<file path="src/verilog/ldq_defines.svh">
`ifndef LDQ_DEFINES_SVH
`define LDQ_DEFINES_SVH

// queue geometry
`define LDQ_DEPTH		8
`define LDQ_WIDTH		3	// log2 of LDQ_DEPTH

// dispatch and retire lanes per cycle
`define MACHINE_WIDTH	4

// datapath
`define XLEN			32
`define PRF_WIDTH		6

// rob index bits, tags add one wrap bit on top
`define ROB_WIDTH		5

`endif

</file>
<file path="src/verilog/ldq_pkg.sv">
`include "ldq_defines.svh"

package ldq_pkg;

	typedef logic [`LDQ_WIDTH-1:0]		ldq_tag_t;
	typedef logic [`LDQ_DEPTH-1:0]		ldq_vec_t;	// one bit per entry
	typedef logic [`MACHINE_WIDTH-1:0]	lane_vec_t;	// one bit per lane

	typedef logic [`XLEN-1:0]			xlen_t;
	typedef logic [2:0]					mem_size_t;
	typedef logic [`PRF_WIDTH-1:0]		prn_t;
	typedef logic [`ROB_WIDTH:0]		rob_tag_t;

	// per entry state
	typedef struct packed {
		logic		entry_valid;
		logic		addr_valid;
		logic		fired;		// request taken by the dcache
		logic		data_valid;
		logic		writebacked;
		xlen_t		addr;
		mem_size_t	data_size;
		xlen_t		pc;
		prn_t		dest_prn;
		rob_tag_t	rob_tag;
		xlen_t		data;
	} ldq_entry_t;

endpackage

</file>
<file path="src/verilog/ldq.sv">
`timescale 1ns/1ps
`include "ldq_defines.svh"

module ldq (
	input	logic					clk,
	input	logic					rst_n,
	input	logic					pipe_flush,

	input	ldq_pkg::lane_vec_t		dispatch_valid,
	output	logic					dispatch_ready,
	output	ldq_pkg::ldq_tag_t		dispatch_resp	[`MACHINE_WIDTH],

	input	logic					execute_ld_valid,
	input	ldq_pkg::ldq_tag_t		execute_ld_tag,
	input	ldq_pkg::xlen_t			execute_ld_addr,
	input	ldq_pkg::mem_size_t		execute_ld_data_size,
	input	ldq_pkg::xlen_t			execute_ld_pc,
	input	ldq_pkg::prn_t			execute_ld_prn,
	input	ldq_pkg::rob_tag_t		execute_ld_rob_tag,

	output	logic					fire_ld_valid,
	input	logic					fire_ld_ready,
	output	ldq_pkg::xlen_t			fire_ld_addr,
	output	ldq_pkg::mem_size_t		fire_ld_data_size,
	output	ldq_pkg::ldq_tag_t		fire_ld_tag,

	input	logic					dcache_valid,
	input	ldq_pkg::ldq_tag_t		dcache_tag,
	input	ldq_pkg::xlen_t			dcache_data,

	output	logic					writeback_valid,
	input	logic					writeback_ready,
	output	ldq_pkg::xlen_t			writeback_data,
	output	ldq_pkg::xlen_t			writeback_pc,
	output	ldq_pkg::prn_t			writeback_dest_prn,
	output	ldq_pkg::rob_tag_t		writeback_rob_tag,

	input	ldq_pkg::lane_vec_t		retire_valid
);
	import ldq_pkg::*;

	ldq_tag_t	head_ptr;
	ldq_vec_t	alloc_vec;
	ldq_vec_t	free_vec;
	ldq_entry_t	entries	[`LDQ_DEPTH];
	logic		fire_accept;
	logic		writeback_accept;
	ldq_tag_t	writeback_tag;

	ldq_alloc u_alloc (
		.clk			(clk),
		.rst_n			(rst_n),
		.pipe_flush		(pipe_flush),
		.dispatch_valid	(dispatch_valid),
		.retire_valid	(retire_valid),
		.dispatch_ready	(dispatch_ready),
		.dispatch_resp	(dispatch_resp),
		.head_ptr		(head_ptr),
		.alloc_vec		(alloc_vec),
		.free_vec		(free_vec)
	);

	ldq_entry_array u_entry_array (
		.clk					(clk),
		.rst_n					(rst_n),
		.pipe_flush				(pipe_flush),
		.alloc_vec				(alloc_vec),
		.free_vec				(free_vec),
		.execute_ld_valid		(execute_ld_valid),
		.execute_ld_tag			(execute_ld_tag),
		.execute_ld_addr		(execute_ld_addr),
		.execute_ld_data_size	(execute_ld_data_size),
		.execute_ld_pc			(execute_ld_pc),
		.execute_ld_prn			(execute_ld_prn),
		.execute_ld_rob_tag		(execute_ld_rob_tag),
		.fire_accept			(fire_accept),
		.fire_tag				(fire_ld_tag),
		.dcache_valid			(dcache_valid),
		.dcache_tag				(dcache_tag),
		.dcache_data			(dcache_data),
		.writeback_accept		(writeback_accept),
		.writeback_tag			(writeback_tag),
		.entries				(entries)
	);

	ldq_fire u_fire (
		.clk				(clk),
		.rst_n				(rst_n),
		.pipe_flush			(pipe_flush),
		.entries			(entries),
		.head_ptr			(head_ptr),
		.fire_ld_ready		(fire_ld_ready),
		.fire_ld_valid		(fire_ld_valid),
		.fire_ld_addr		(fire_ld_addr),
		.fire_ld_data_size	(fire_ld_data_size),
		.fire_ld_tag		(fire_ld_tag),
		.fire_accept		(fire_accept)
	);

	ldq_writeback u_writeback (
		.entries			(entries),
		.head_ptr			(head_ptr),
		.writeback_ready	(writeback_ready),
		.writeback_valid	(writeback_valid),
		.writeback_data		(writeback_data),
		.writeback_pc		(writeback_pc),
		.writeback_dest_prn	(writeback_dest_prn),
		.writeback_rob_tag	(writeback_rob_tag),
		.writeback_tag		(writeback_tag),
		.writeback_accept	(writeback_accept)
	);

endmodule

</file>
<file path="src/verilog/ldq_age_pick.sv">
`timescale 1ns/1ps
`include "ldq_defines.svh"

module ldq_age_pick (
	input	ldq_pkg::ldq_vec_t	request,
	input	ldq_pkg::ldq_tag_t	head_ptr,
	output	logic				any,
	output	ldq_pkg::ldq_tag_t	pick
);
	import ldq_pkg::*;

	ldq_vec_t					age_mask;
	logic	[2*`LDQ_DEPTH-1:0]	req_double;

	// lower half only keeps entries at or above the head
	always_comb begin
		for (int i = 0; i < `LDQ_DEPTH; i++) begin
			age_mask[i] = ldq_tag_t'(i) >= head_ptr;
		end
	end

	assign req_double	= {request, request & age_mask};
	assign any			= |request;

	// lowest set bit of the doubled vector, folded back onto the ring
	always_comb begin
		pick = '0;
		for (int i = 2*`LDQ_DEPTH-1; i >= 0; i--) begin
			if (req_double[i])
				pick = ldq_tag_t'(i);
		end
	end

endmodule

</file>
<file path="src/verilog/ldq_alloc.sv">
`timescale 1ns/1ps
`include "ldq_defines.svh"

module ldq_alloc (
	input	logic					clk,
	input	logic					rst_n,
	input	logic					pipe_flush,
	input	ldq_pkg::lane_vec_t		dispatch_valid,
	input	ldq_pkg::lane_vec_t		retire_valid,
	output	logic					dispatch_ready,
	output	ldq_pkg::ldq_tag_t		dispatch_resp	[`MACHINE_WIDTH],
	output	ldq_pkg::ldq_tag_t		head_ptr,
	output	ldq_pkg::ldq_vec_t		alloc_vec,
	output	ldq_pkg::ldq_vec_t		free_vec
);
	import ldq_pkg::*;

	ldq_tag_t				tail_ptr;
	logic	[`LDQ_WIDTH:0]	occupancy;		// 0 .. LDQ_DEPTH
	logic	[`LDQ_WIDTH:0]	dispatch_cnt;
	logic	[`LDQ_WIDTH:0]	retire_cnt;
	lane_vec_t				lane_take;

	// only accept when a full group fits
	assign dispatch_ready	= occupancy <= (`LDQ_DEPTH - `MACHINE_WIDTH);
	assign lane_take		= dispatch_valid & {`MACHINE_WIDTH{dispatch_ready}};

	// the j-th taken lane gets tail+j
	always_comb begin
		dispatch_cnt = '0;
		alloc_vec = '0;
		for (int k = 0; k < `MACHINE_WIDTH; k++) begin
			dispatch_resp[k] = '0;
			if (lane_take[k]) begin
				dispatch_resp[k] = tail_ptr + dispatch_cnt[`LDQ_WIDTH-1:0];
				alloc_vec[dispatch_resp[k]] = 1'b1;
				dispatch_cnt = dispatch_cnt + 1'b1;
			end
		end
	end

	// retire frees in order from the head
	always_comb begin
		retire_cnt = '0;
		for (int k = 0; k < `MACHINE_WIDTH; k++) begin
			retire_cnt = retire_cnt + retire_valid[k];
		end
		free_vec = '0;
		for (int k = 0; k < `MACHINE_WIDTH; k++) begin
			if (k < retire_cnt) begin
				free_vec[head_ptr + ldq_tag_t'(k)] = 1'b1;
			end
		end
	end

	always_ff @(posedge clk or negedge rst_n) begin
		if (!rst_n) begin
			head_ptr	<= '0;
			tail_ptr	<= '0;
			occupancy	<= '0;
		end else if (pipe_flush) begin
			head_ptr	<= '0;
			tail_ptr	<= '0;
			occupancy	<= '0;
		end else begin
			head_ptr	<= head_ptr + retire_cnt[`LDQ_WIDTH-1:0];	// wraps with the ring
			tail_ptr	<= tail_ptr + dispatch_cnt[`LDQ_WIDTH-1:0];
			occupancy	<= occupancy + dispatch_cnt - retire_cnt;
		end
	end

endmodule

</file>
<file path="src/verilog/ldq_entry_array.sv">
`timescale 1ns/1ps
`include "ldq_defines.svh"

module ldq_entry_array (
	input	logic					clk,
	input	logic					rst_n,
	input	logic					pipe_flush,
	input	ldq_pkg::ldq_vec_t		alloc_vec,
	input	ldq_pkg::ldq_vec_t		free_vec,

	input	logic					execute_ld_valid,
	input	ldq_pkg::ldq_tag_t		execute_ld_tag,
	input	ldq_pkg::xlen_t			execute_ld_addr,
	input	ldq_pkg::mem_size_t		execute_ld_data_size,
	input	ldq_pkg::xlen_t			execute_ld_pc,
	input	ldq_pkg::prn_t			execute_ld_prn,
	input	ldq_pkg::rob_tag_t		execute_ld_rob_tag,

	input	logic					fire_accept,
	input	ldq_pkg::ldq_tag_t		fire_tag,

	input	logic					dcache_valid,
	input	ldq_pkg::ldq_tag_t		dcache_tag,
	input	ldq_pkg::xlen_t			dcache_data,

	input	logic					writeback_accept,
	input	ldq_pkg::ldq_tag_t		writeback_tag,

	output	ldq_pkg::ldq_entry_t	entries	[`LDQ_DEPTH]
);
	import ldq_pkg::*;

	genvar i;
	generate
		for (i = 0; i < `LDQ_DEPTH; i++) begin : g_entry
			logic exe_hit;
			logic fire_hit;
			logic dc_hit;
			logic wb_hit;

			assign exe_hit	= execute_ld_valid && execute_ld_tag == ldq_tag_t'(i);
			assign fire_hit	= fire_accept && fire_tag == ldq_tag_t'(i);
			assign dc_hit	= dcache_valid && dcache_tag == ldq_tag_t'(i);
			assign wb_hit	= writeback_accept && writeback_tag == ldq_tag_t'(i);

			always_ff @(posedge clk or negedge rst_n) begin
				if (!rst_n) begin
					entries[i].entry_valid	<= 1'b0;
					entries[i].addr_valid	<= 1'b0;
					entries[i].fired		<= 1'b0;
					entries[i].data_valid	<= 1'b0;
					entries[i].writebacked	<= 1'b0;
				end else if (pipe_flush || free_vec[i]) begin
					entries[i].entry_valid	<= 1'b0;
					entries[i].addr_valid	<= 1'b0;
					entries[i].fired		<= 1'b0;
					entries[i].data_valid	<= 1'b0;
					entries[i].writebacked	<= 1'b0;
				end else begin
					if (alloc_vec[i])
						entries[i].entry_valid <= 1'b1;
					// address and tracking info from the agu
					if (exe_hit) begin
						entries[i].addr_valid	<= 1'b1;
						entries[i].addr			<= execute_ld_addr;
						entries[i].data_size	<= execute_ld_data_size;
						entries[i].pc			<= execute_ld_pc;
						entries[i].dest_prn		<= execute_ld_prn;
						entries[i].rob_tag		<= execute_ld_rob_tag;
					end
					if (fire_hit)
						entries[i].fired <= 1'b1;
					if (dc_hit) begin
						entries[i].data_valid	<= 1'b1;
						entries[i].data			<= dcache_data;
					end
					if (wb_hit)
						entries[i].writebacked <= 1'b1;	// never sent again
				end
			end
		end
	endgenerate

endmodule

</file>
<file path="src/verilog/ldq_fire.sv">
`timescale 1ns/1ps
`include "ldq_defines.svh"

module ldq_fire (
	input	logic					clk,
	input	logic					rst_n,
	input	logic					pipe_flush,
	input	ldq_pkg::ldq_entry_t	entries	[`LDQ_DEPTH],
	input	ldq_pkg::ldq_tag_t		head_ptr,
	input	logic					fire_ld_ready,
	output	logic					fire_ld_valid,
	output	ldq_pkg::xlen_t			fire_ld_addr,
	output	ldq_pkg::mem_size_t		fire_ld_data_size,
	output	ldq_pkg::ldq_tag_t		fire_ld_tag,
	output	logic					fire_accept
);
	import ldq_pkg::*;

	ldq_vec_t	wakeup;
	logic		wakeup_any;
	ldq_tag_t	fire_idx;

	assign fire_accept = fire_ld_valid && fire_ld_ready;

	// address known, not yet sent, no data; the one going out now is skipped
	always_comb begin
		for (int i = 0; i < `LDQ_DEPTH; i++) begin
			wakeup[i] = entries[i].entry_valid && entries[i].addr_valid &&
				!entries[i].fired && !entries[i].data_valid &&
				!(fire_accept && fire_ld_tag == ldq_tag_t'(i));
		end
	end

	ldq_age_pick u_pick (
		.request	(wakeup),
		.head_ptr	(head_ptr),
		.any		(wakeup_any),
		.pick		(fire_idx)
	);

	always_ff @(posedge clk or negedge rst_n) begin
		if (!rst_n)
			fire_ld_valid <= 1'b0;
		else if (pipe_flush)
			fire_ld_valid <= 1'b0;
		else
			fire_ld_valid <= wakeup_any;
	end

	always_ff @(posedge clk) begin
		fire_ld_addr		<= entries[fire_idx].addr;
		fire_ld_data_size	<= entries[fire_idx].data_size;
		fire_ld_tag			<= fire_idx;
	end

endmodule

</file>
<file path="src/verilog/ldq_writeback.sv">
`timescale 1ns/1ps
`include "ldq_defines.svh"

module ldq_writeback (
	input	ldq_pkg::ldq_entry_t	entries	[`LDQ_DEPTH],
	input	ldq_pkg::ldq_tag_t		head_ptr,
	input	logic					writeback_ready,
	output	logic					writeback_valid,
	output	ldq_pkg::xlen_t			writeback_data,
	output	ldq_pkg::xlen_t			writeback_pc,
	output	ldq_pkg::prn_t			writeback_dest_prn,
	output	ldq_pkg::rob_tag_t		writeback_rob_tag,
	output	ldq_pkg::ldq_tag_t		writeback_tag,
	output	logic					writeback_accept
);
	import ldq_pkg::*;

	ldq_vec_t	wb_req;

	// data is back but result not yet broadcast
	always_comb begin
		for (int i = 0; i < `LDQ_DEPTH; i++) begin
			wb_req[i] = entries[i].entry_valid && entries[i].data_valid &&
				!entries[i].writebacked;
		end
	end

	ldq_age_pick u_pick (
		.request	(wb_req),
		.head_ptr	(head_ptr),
		.any		(writeback_valid),
		.pick		(writeback_tag)
	);

	assign writeback_data		= entries[writeback_tag].data;
	assign writeback_pc			= entries[writeback_tag].pc;
	assign writeback_dest_prn	= entries[writeback_tag].dest_prn;
	assign writeback_rob_tag	= entries[writeback_tag].rob_tag;
	assign writeback_accept		= writeback_valid && writeback_ready;

endmodule
</file>
<file path="config.mk">
export PLATFORM = sky130hd
export DESIGN_NAME = ldq
export DESIGN_NICKNAME = d
export VERILOG_FILES = /design/src/verilog/ldq_pkg.sv /design/src/verilog/ldq.sv /design/src/verilog/ldq_age_pick.sv /design/src/verilog/ldq_alloc.sv /design/src/verilog/ldq_entry_array.sv /design/src/verilog/ldq_fire.sv /design/src/verilog/ldq_writeback.sv
export VERILOG_INCLUDE_DIRS = /design/src /design/src/verilog
export SDC_FILE = /design/constraint.sdc
export NUM_CORES = 1
export LEC_CHECK = 0
export BUFFER_PORTS_ARGS = -buffer_cell sky130_fd_sc_hd__buf_2
export CELL_PAD_IN_SITES_DETAIL_PLACEMENT = 0
export CELL_PAD_IN_SITES_GLOBAL_PLACEMENT = 1
export CORE_UTILIZATION = 25
export DETAILED_ROUTE_END_ITERATION = 6
export PLACE_DENSITY = 0.42
export SLEW_MARGIN = 40
export SYNTH_ARGS = -nofsm -noshare
export SYNTH_HDL_FRONTEND = slang
export SYNTH_SLANG_ARGS = --single-unit
</file>
<file path="constraint.sdc">
create_clock -name clk -period 20 [get_ports clk]
set_input_delay 4 -clock clk [delete_from_list [all_inputs] [get_ports clk]]
set_output_delay 4 -clock clk [all_outputs]
set_load 0.1 [all_outputs]
</file>
* Word level (Yosys, flattened, before mapping)
Index checks and enable logic that the tools add are counted.
Storage, ports and cells: register bits after elaboration 977, latch bits 0, RAM bits 0, ROM bits 0, logic and storage cells 503, memories kept 0
Operators by class: $add $sub $neg 16, multiply operators 0, divide/modulo/power cells 0, order comparisons 31, equality and inequality tests 28, shifts and indexed selects 0, muxes and demuxes 122, bitwise gates (word level) 19, reduce and logical (&&, ||, !) cells 192
Operator list (number):
- binary-select mux 116 bit (select 3 bit) | 2
- 2-to-1 mux 111 bit | 2
- 2-to-1 mux 76 bit | 2
- 2-to-1 mux 3 bit | 38
- logical AND 1 bit | 90
- nonzero test 2 bit | 40
- 2-to-1 mux 8 bit | 8
- 2-to-1 mux 1 bit | 50
- == test 3 bit, second input constant | 16
- OR 8 bit | 6
- AND reduction 3 bit | 16
- 2-to-1 mux 5 bit | 8
- zero test 1 bit | 32
- less-than comparator 3 x 4 -> 1 bit, second input constant | 8
- demux 1 bit (select 3 bit) | 8
- == test 3 x 2 -> 1 bit, second input constant | 8
- >= comparator 3 x 1 -> 1 bit, second input constant | 8
- bitwise AND 8 bit | 2
- 2-to-1 mux 4 bit | 4
- OR reduction 8 bit | 2
- adder 3 bit | 5
- adder 4 x 1 -> 4 bit, second input constant | 3
- == test 3 x 1 -> 1 bit, second input constant | 4
- >= comparator 3 bit, first input constant | 4
- 17 further kinds | 42

* Logic depth before layout (Yosys ltp)
Gate-level depths: netlist of run 1.
word-level depth 24, mapped depth 17, gate-level depth less buffers 16

* Cells and area by module
Synthesis of run 1 repeated with hierarchy kept, for this count alone.
Unflattened totals: cell total of the unflattened synthesis 1821, area, all modules 38763.4 um2
Modules (own cells, without submodules):
- ldq_entry_array | instances 1, cells each 1048, area each 28578.7 um2
- ldq_writeback | instances 1, cells each 287, area each 4593.2 um2
- ldq_fire | instances 1, cells each 188, area each 3304.4 um2
- ldq_alloc | instances 1, cells each 222, area each 1819.2 um2
- ldq_age_pick | instances 2, cells each 38, area each 234.0 um2

* Worst setup path after synthesis of run 1
No wires, ideal clock.
kind input port to flip-flop, from input retire_valid[0], to register, netlist name u_entry_array.entries[148], library setup time 0.613 ns, arrival 11.314 ns, setup slack 8.072 ns, stages 12, buffers on the path 0, path through ha_1 -> inv_1 -> fa_1 -> inv_1 -> ha_1 -> inv_1 -> nor2_1 -> o21a_1 -> nor2_1 -> nor3_1 -> a211o_1 -> nor3_1
On the way: cells in the longest elaborated chain, start to end 14
RTL lines:
- from (decl) | line ldq.sv:38 | input ldq_pkg::lane_vec_t retire_valid
- adder 1 x 1 -> 2 bit * | line ldq_alloc.sv:46 | retire_cnt = retire_cnt + retire_valid[k];
- adder 4 x 1 -> 4 bit * (2 in series) | line ldq_alloc.sv:46
- less-than comparator 1 x 4 -> 1 bit | line ldq_alloc.sv:50 | if (k < retire_cnt) begin
- 2-to-1 mux 8 bit | line ldq_alloc.sv:50
- OR 8 bit (no line)
- 2-to-1 mux 8 bit | line ldq_alloc.sv:50
- OR 8 bit (no line)
- 2-to-1 mux 8 bit | line ldq_alloc.sv:50
- OR 8 bit (no line)
- 2-to-1 mux 8 bit * | line ldq_alloc.sv:50
- logical OR 1 bit * | line ldq_entry_array.sv:53 | end else if (pipe_flush || free_vec[i]) begin
- inverter 1 bit (no line) *
- AND reduction 3 bit (no line) *
Mark *: on every way between the ends. The rest lies on a longest branch, timed or not. A chain may end at the register's enable or synchronous reset.

==> summary.txt, run 1 <==
Run status
  • Status: completed

Floorplanning
  • Num rows: 143
  • Core area: 151900 um^2
  • Chip height: 393.0 um
  • Die area: 154400 um^2
  • Starting density of the core: 0.2516
  • Die Span X: 393.0 um
  • Num ports: 261

Timing
  • Tmin final: 10.49 ns
  • Fmax: 95.32 MHz
  • Hold Fails Final Rpt: 0
  • Slew Limit Fails: 0
  • Period utilization: 0.5245
  • Worst-Margin Slew: 0.8318 ns
  • Sum of negative setup slack: 0 ns
  • RSZ-0062 raised after global routing: no
  • Worst Skew: 0.07181 ns
  • Final-report setup violation count: 0
  • WHS: 0.4912 ns
  • Slew headroom: 0.4454

Finish
  • Fillcell total: 14868
  • Layout cells sized above 1: 0.3020
  • Layout area overhead: 20.13%
  • Final #Nets: 2545

Place
  • Dpl hpwl: 55.84 mm
  • IO Port Bufs: 260
  • Placer Congestion: 0.7859

Flow run
  • Max-cap violations: 0

Power and ir drop
  • Register share of total power: 0.435
  • Power share of the clock group: 0.385
  • Logic pwr share: 0.181
  • Leak Pwr: 15.43 nW
  • Sw Pwr: 1.593 mW
  • Pwr per Cell Area: 116.3 nW/um^2
  • Net Sw Frac: 0.2983
  • Internal power: 3.747 mW
  • VDD IR max: 0.00007964 V

Setup path
  • Required time worst endpoint: 16.00 ns
  • CP max FO: 5
  • R2R depth: 11
  • Critical path launch point: dispatch_valid[0]
  • Worst EP arrival: 6.49 ns
  • Reg-to-reg endpoint: u_entry_array.entries[342]
  • CP endpoint: dispatch_resp[2]
  • Reg2reg start: u_alloc.head_ptr[0]
  • Reg2Reg Setup Slack: 15.62 ns
  • Critical Path Start Type: input pin
  • CP Class: input pin to output pin
  • Crit end category: output pin

Synth
  • Yosys reg bits: 977
  • Main area contributors after synthesis: edfxtp_1, mux4_2, dfrtp_1, mux2_2, dfxtp_1
  • Mapped Avg Cell Area: 18.51 um^2
  • Syn_nets: 2225
  • Main synth FF type: edfxtp_1
  • Post-synth top area cell: edfxtp_1
  • Top-count cell post-synth: edfxtp_1
  • Synth top area share: 0.6978
  • Post-synthesis cell type count: 84
  • EDFF count, synth: 888
  • Yosys warns: 0
  • Mapped Area: 38210 um^2
  • Async SR Flop Fraction: 0.05220
  • Post-Synthesis Cells: 2065
  • Sequential-to-total area share from yosys stat: 0.7511
  • Synth cell count leaders: edfxtp_1, nand2_1, mux4_2, nor2_1, nand3_1

Routing
  • First-pass DRT Iterations: 5
  • DR vias: 20078
  • Routed vias/inst: 4.453
  • Post-route DRC: 0
  • Final antenna-violating net count: 0
  • WL final: 102.8 mm
  • Drt initial violations: 1226
  • Drt wl/cell: 22.79 um

CTS
  • Clock buffer depth: 3
  • CTS H-tree lvls: 3
  • Clock-pin slew on the worst setup and hold paths: 0.07 ns
  • CTS tree: done
  • CTS Buf Count: 111
  • PostCTS Resize Cnt: 0
  • Post-CTS Hold Buffers: 0
  • CTS Root Cell: clkbuf_16
  • Clock Latency Late Sink: 0.75 ns
  • Num Clock Sinks: 977
  • Post-CTS setup buffer count: 0

Global route
  • Routing usage on met3: 0.03347
  • Vias in the first global route: 21227
  • Gr usage total: 0.1333
  • GRT overflow: 0
  • GR met1 Demand/Resource: 0.1702
  • Initial antenna violation count: 30
  • Largest net degree at the start of global routing: 72
  • Met2 Usage GRT: 0.2222
  • First-pass GRT wire length: 149.2 mm
  • Busiest grt layer: met2

Worst hold path
  • Hold Startpoint: u_entry_array.entries[694]
  • Worst Hold Class: flip-flop to flip-flop
==> worst min-delay path by stage <==
stage | endpoint | slack, ns | cells past startpoint
floorplan | u_entry_array.entries[343] | 0.45 | 2
global placement | u_entry_array.entries[459] | 0.48 | 2
detailed placement | u_entry_array.entries[459] | 0.48 | 2
CTS | u_entry_array.entries[459] | 0.50 | 2
global route | u_entry_array.entries[810] | 0.52 | 2
finish | u_entry_array.entries[694] | 0.49 | 2
==> cell families (layout without fill, tap and decap cells) <==
group | after synthesis | after routing | synth area share
flops | 977 | 977 | 0.7511
simple gates | 444 | 444 | 0.05412
mux | 267 | 267 | 0.1223
compound gates | 198 | 198 | 0.04063
buf+inv | 133 | 545 | 0.01699
fa+ha+maj | 28 | 28 | 0.01074
xor+xnor | 18 | 18 | 0.004126
other cells | 0 | 2 | 0
==> power groups by stage <==
stage | clock network [mW] | logic (mW) | registers [mW]
2_1_floorplan | 0 | 0.666 | 2.43
4_1_cts | 2.13 | 0.984 | 2.32
5_1_grt | 2.20 | 1.04 | 2.33
3_3_place_gp | 0 | 0.971 | 2.36
3_5_place_dp | 0 | 0.981 | 2.36
6_report | 2.05 | 0.966 | 2.32
==> worst max-delay path, cell delays in order <==
cell     delay [ns]
buf_2          0.09
nand2_1        0.14
ha_1           0.40
xnor2_1        0.21
ha_1           0.23
fa_1           0.38
xnor2_1        0.27
xnor2_1        0.19
nor2_1         0.15
buf_2          0.45
==> per-stage QoR <==
stage | utilization | power (mW) | setup slack [ns] | area (um^2) | instances
2_1_floorplan | - | 3.098 | 8.072 | 38210 | 2065
3_3_place_gp | 0.2765 | 3.334 | 9.471 | 42000 | 4298
3_5_place_dp | 0.2772 | 3.345 | 9.465 | 42110 | 4300
4_1_cts | 0.3018 | 5.436 | 9.462 | 45850 | 4505
5_1_grt | 0.3022 | 5.564 | 9.298 | 45900 | 4508
6_report | 0.3022 | 5.340 | 9.509 | 45910 | 4509
==> sequential cells by signal, indices dropped and copies added, names as in the netlist <==
name                      count
u_alloc.tail_ptr              3
u_alloc.occupancy             4
u_fire.fire_ld_addr          32
u_fire.fire_ld_valid          1
u_fire.fire_ld_tag            3
u_alloc.head_ptr              3
u_entry_array.entries       928
u_fire.fire_ld_data_size      3
==> layer usage <==
metal / vias to the layer above / share of wire
li1: 8922 / -
met1: 10546 / 0.43
met2: 404 / 0.49
met3: 178 / 0.054
met4: 28 / 0.021
met5: - / 0.0018
==> final cells by class <==
| class | count | area, um^2 | share of cell area |
|---|---|---|---|
| Clock inverter | 70 | 857.1 | 0.01867 |
| Timing Repair Buffer | 307 | 1799 | 0.03919 |
| Multi-Input combinational cell | 955 | 8999 | 0.1960 |
| Tap cell | 2030 | 2540 | 0.05533 |
| Antenna cell | 2 | 5.005 | 0.0001090 |
| Inverter | 33 | 123.9 | 0.002698 |
| Clock buffer | 135 | 2878 | 0.06269 |
| Sequential cell | 977 | 28700 | 0.6253 |
==> placed cells by master, fill, tap and decap left out, drive strengths merged, types with 5 or more instances in the layout <==
cell	synthesis	final
a21oi	36	36
nand3b	11	11
buf	45	307
clkbuf	55	135
dfxtp	38	38
clkinv	1	53
nor2	87	87
dfrtp	51	51
bufinv	0	14
o221ai	69	69
mux2	78	78
nand3	79	79
nor2b	8	8
edfxtp	888	888
nand2b	11	11
nor4	8	8
fa	8	8
inv	32	33
a221oi	5	5
nand2	173	173
a31oi	13	13
nor3	33	33
ha	20	20
mux4	152	152
and2	5	5
o21a	6	6
o21ai	24	24
and3	7	7
xnor2	14	14
mux2i	37	37
(Power assumes the default switching activity.)
==> run 2: changes to the inputs <==
==> constraint.sdc (replaced) <==
create_clock -name clk -period 10 [get_ports clk]
set_input_delay 2 -clock clk [delete_from_list [all_inputs] [get_ports clk]]
set_output_delay 2 -clock clk [all_outputs]
set_load 0.1 [all_outputs]
==> run 2 against run 1 <==
Via count increased by 0.27%. Utilization hardly changed. Clock-buffer cell count up 11. Clock power rose by 98%. Wire length decreased by 0.91%. Critical path type is now flip-flop to output pin. Critical endpoint is now writeback_pc[16].
==> summary.txt, run 2 (same netlist as run 1, synthesis figures left out) <==
Routing
  • Routed vias/inst: 4.460 (+0.16%)
  • DR vias: 20132 (+0.27%)
  • Final antenna-violating net count: 0 (unchanged)
  • Drt initial violations: 936 (-24%)
  • WL final: 101.8 mm (-0.91%)
  • Post-route DRC: 0 (unchanged)
  • Drt wl/cell: 22.56 um (-1.0%)
  • First-pass DRT Iterations: 5 (unchanged)

Power and ir drop
  • Logic pwr share: 0.184 (+0.003)
  • Register share of total power: 0.436 (about the same)
  • Net Sw Frac: 0.2988 (+0.0004965)
  • Internal power: 7.471 mW (+99%)
  • VDD IR max: 0.0001504 V (+89%)
  • Pwr per Cell Area: 232.2 nW/um^2 (+100%)
  • Sw Pwr: 3.183 mW (+100%)
  • Power share of the clock group: 0.380 (-0.005)
  • Leak Pwr: 15.43 nW (about the same)

Timing
  • Slew headroom: 0.4658 (+0.02036)
  • Tmin final: 6.917 ns
  • Fmax: 144.6 MHz
  • Sum of negative setup slack: 0 ns (unchanged)
  • Final-report setup violation count: 0 (unchanged)
  • Slew Limit Fails: 0 (unchanged)
  • Hold Fails Final Rpt: 0 (unchanged)
  • Period utilization: 0.6917
  • RSZ-0062 raised after global routing: no
  • Worst Skew: 0.03993 ns (-0.03188 ns)
  • WHS: 0.4938 ns (+0.002606 ns)
  • Worst-Margin Slew: 0.8013 ns (-0.03053 ns)

Floorplanning
  • Core area: 151900 um^2 (unchanged)
  • Starting density of the core: 0.2516 (unchanged)
  • Chip height: 393.0 um (unchanged)
  • Num rows: 143 (unchanged)
  • Die Span X: 393.0 um (unchanged)
  • Num ports: 261 (unchanged)
  • Die area: 154400 um^2 (unchanged)

Setup path
  • Worst EP arrival: 4.92 ns (-1.57 ns)
  • Required time worst endpoint: 8.00 ns (-8.00 ns)
  • Critical Path Max Stage Delay: 0.70 ns (+0.25 ns)
  • CP cell instances: inv_1 -> ha_1 -> o21ba_1 -> a21oi_1 -> nor2_1 -> a21oi_1 -> nor2_4 -> buf_4 -> buf_6 -> mux4_2 -> mux2_2 -> buf_2
  • Critical Path Start Type: flip-flop
  • Crit end category: output pin
  • Most used cell, CP: a21oi_1
  • Slowest CP cell: dfrtp_1
  • CP max FO: 56 (+51)
  • CP Class: flip-flop to output pin

CTS
  • CTS Buf Count: 112 (+0.90%)
  • Num Clock Sinks: 977 (unchanged)
  • Post-CTS setup buffer count: 0 (unchanged)
  • Clock Latency Late Sink: 0.72 ns (-0.03 ns)
  • CTS tree: done
  • CTS H-tree lvls: 3 (unchanged)
  • PostCTS Resize Cnt: 0 (unchanged)
  • CTS Root Cell: clkbuf_16
  • Clock-pin slew on the worst setup and hold paths: 0.06 ns (about the same)
  • Clock buffer depth: 3 (unchanged)
  • Post-CTS Hold Buffers: 0 (unchanged)

Flow run
  • Max-cap violations: 0 (unchanged)

Global route
  • Vias in the first global route: 21269 (+0.20%)
  • Initial antenna violation count: 35 (+17%)
  • Largest net degree at the start of global routing: 80 (+11%)
  • First-pass GRT wire length: 147.7 mm (-1.0%)
  • Gr usage total: 0.1316 (-0.001631)
  • GRT overflow: 0 (unchanged)

Finish
  • Layout cells sized above 1: 0.3022 (about the same)
  • Final #Nets: 2545 (unchanged)
  • Largest register FFs: 928 (unchanged)
  • Reg with most FFs: u_entry_array.entries
  • Largest registers: u_entry_array.entries (928), u_fire.fire_ld_addr (32), u_alloc.occupancy (4)
  • Highest-count cells in the layout ignoring fill and taps: edfxtp_1, buf_2, nand2_1, mux4_2, clkbuf_16
  • Layout area overhead: 20.10% (about the same)
  • Commonest non-fill, non-tap cell in the layout: edfxtp_1

Run status
  • Status: completed

Place
  • Placer Congestion: 0.7761 (-1.2%)
  • IO Port Bufs: 260 (unchanged)
  • Dpl hpwl: 57.30 mm (+2.6%)

Worst hold path
  • Worst Hold Class: flip-flop to flip-flop
-- run 2: cell count changes in the layout (fill, tap and decap cells not counted), sizes merged --
| cell | delta |
|---|---|
| clkbuf | +11 |
| clkinvlp | +3 |
| buf | -1 |
| bufinv | -5 |
| clkinv | -3 |
-- run 2: path summary, 6_finish.rpt --
check	startpoint	slack, ns	cells past startpoint	to
setup / recovery	u_alloc.head_ptr[1]	3.08	12	writeback_pc[16]
hold reg to reg	u_entry_array.entries[926]	0.49	2	u_entry_array.entries[926]
min in group asynchronous	rst_n	1.28	1	u_entry_array.entries[111]
hold / removal	u_entry_array.entries[926]	0.49	2	u_entry_array.entries[926]
max in group asynchronous	rst_n	7.72	2	u_alloc.head_ptr[2]
setup reg to reg	u_alloc.head_ptr[1]	5.42	14	u_fire.fire_ld_addr[4]
-- run 2: critical path, delay by kind of cell (launching register included) --
| family | cells | cell delay, ns |
|---|---|---|
| fa+ha+maj | 1 | 0.25 |
| buf+inv | 4 | 1.56 |
| flops | 1 | 0.70 |
| compound gates | 3 | 0.59 |
| simple gates | 2 | 0.29 |
| mux | 2 | 0.74 |
-- run 2: layout make-up --
cell class	count	area (um^2)
inverter	33	123.9
clock inverter	65	636.9
tap	2030	2540
fill	14935	106000
sequential	977	28700
antenna	2	5.005
timing repair buffer	306	1821
clock buffer	146	3064
multi-input combinational	955	8999
-- run 2: per-layer routing --
layer,share of wire,track usage,up-vias
met1,0.43,0.1659,10560
met5,0.0018,0,-
met4,0.023,0.03431,30
met3,0.053,0.03439,188
met2,0.49,0.2228,417
li1,-,-,8937
-- run 2: per-stage QoR --
stage	cell area [um^2]	instances	util	power, mW	worst slack (ns)
4_1_cts	45810	4509	0.3016	10.84	2.934
6_report	45890	4514	0.3021	10.65	3.083
5_1_grt	45890	4512	0.3021	11.10	2.704
3_5_place_dp	42110	4298	0.2772	6.715	3.429
2_1_floorplan	38210	2065	-	6.196	0.07248
3_3_place_gp	41980	4294	0.2764	6.699	3.289
-- run 2: power by group through the flow --
stage               Sequential, mW  Combinational, mW  Clock (mW)
global route                  4.66               2.10        4.34
detailed placement            4.73               1.98           0
global placement              4.73               1.97           0
floorplan                     4.86               1.33           0
CTS                           4.65               1.99        4.21
finish                        4.64               1.96        4.05
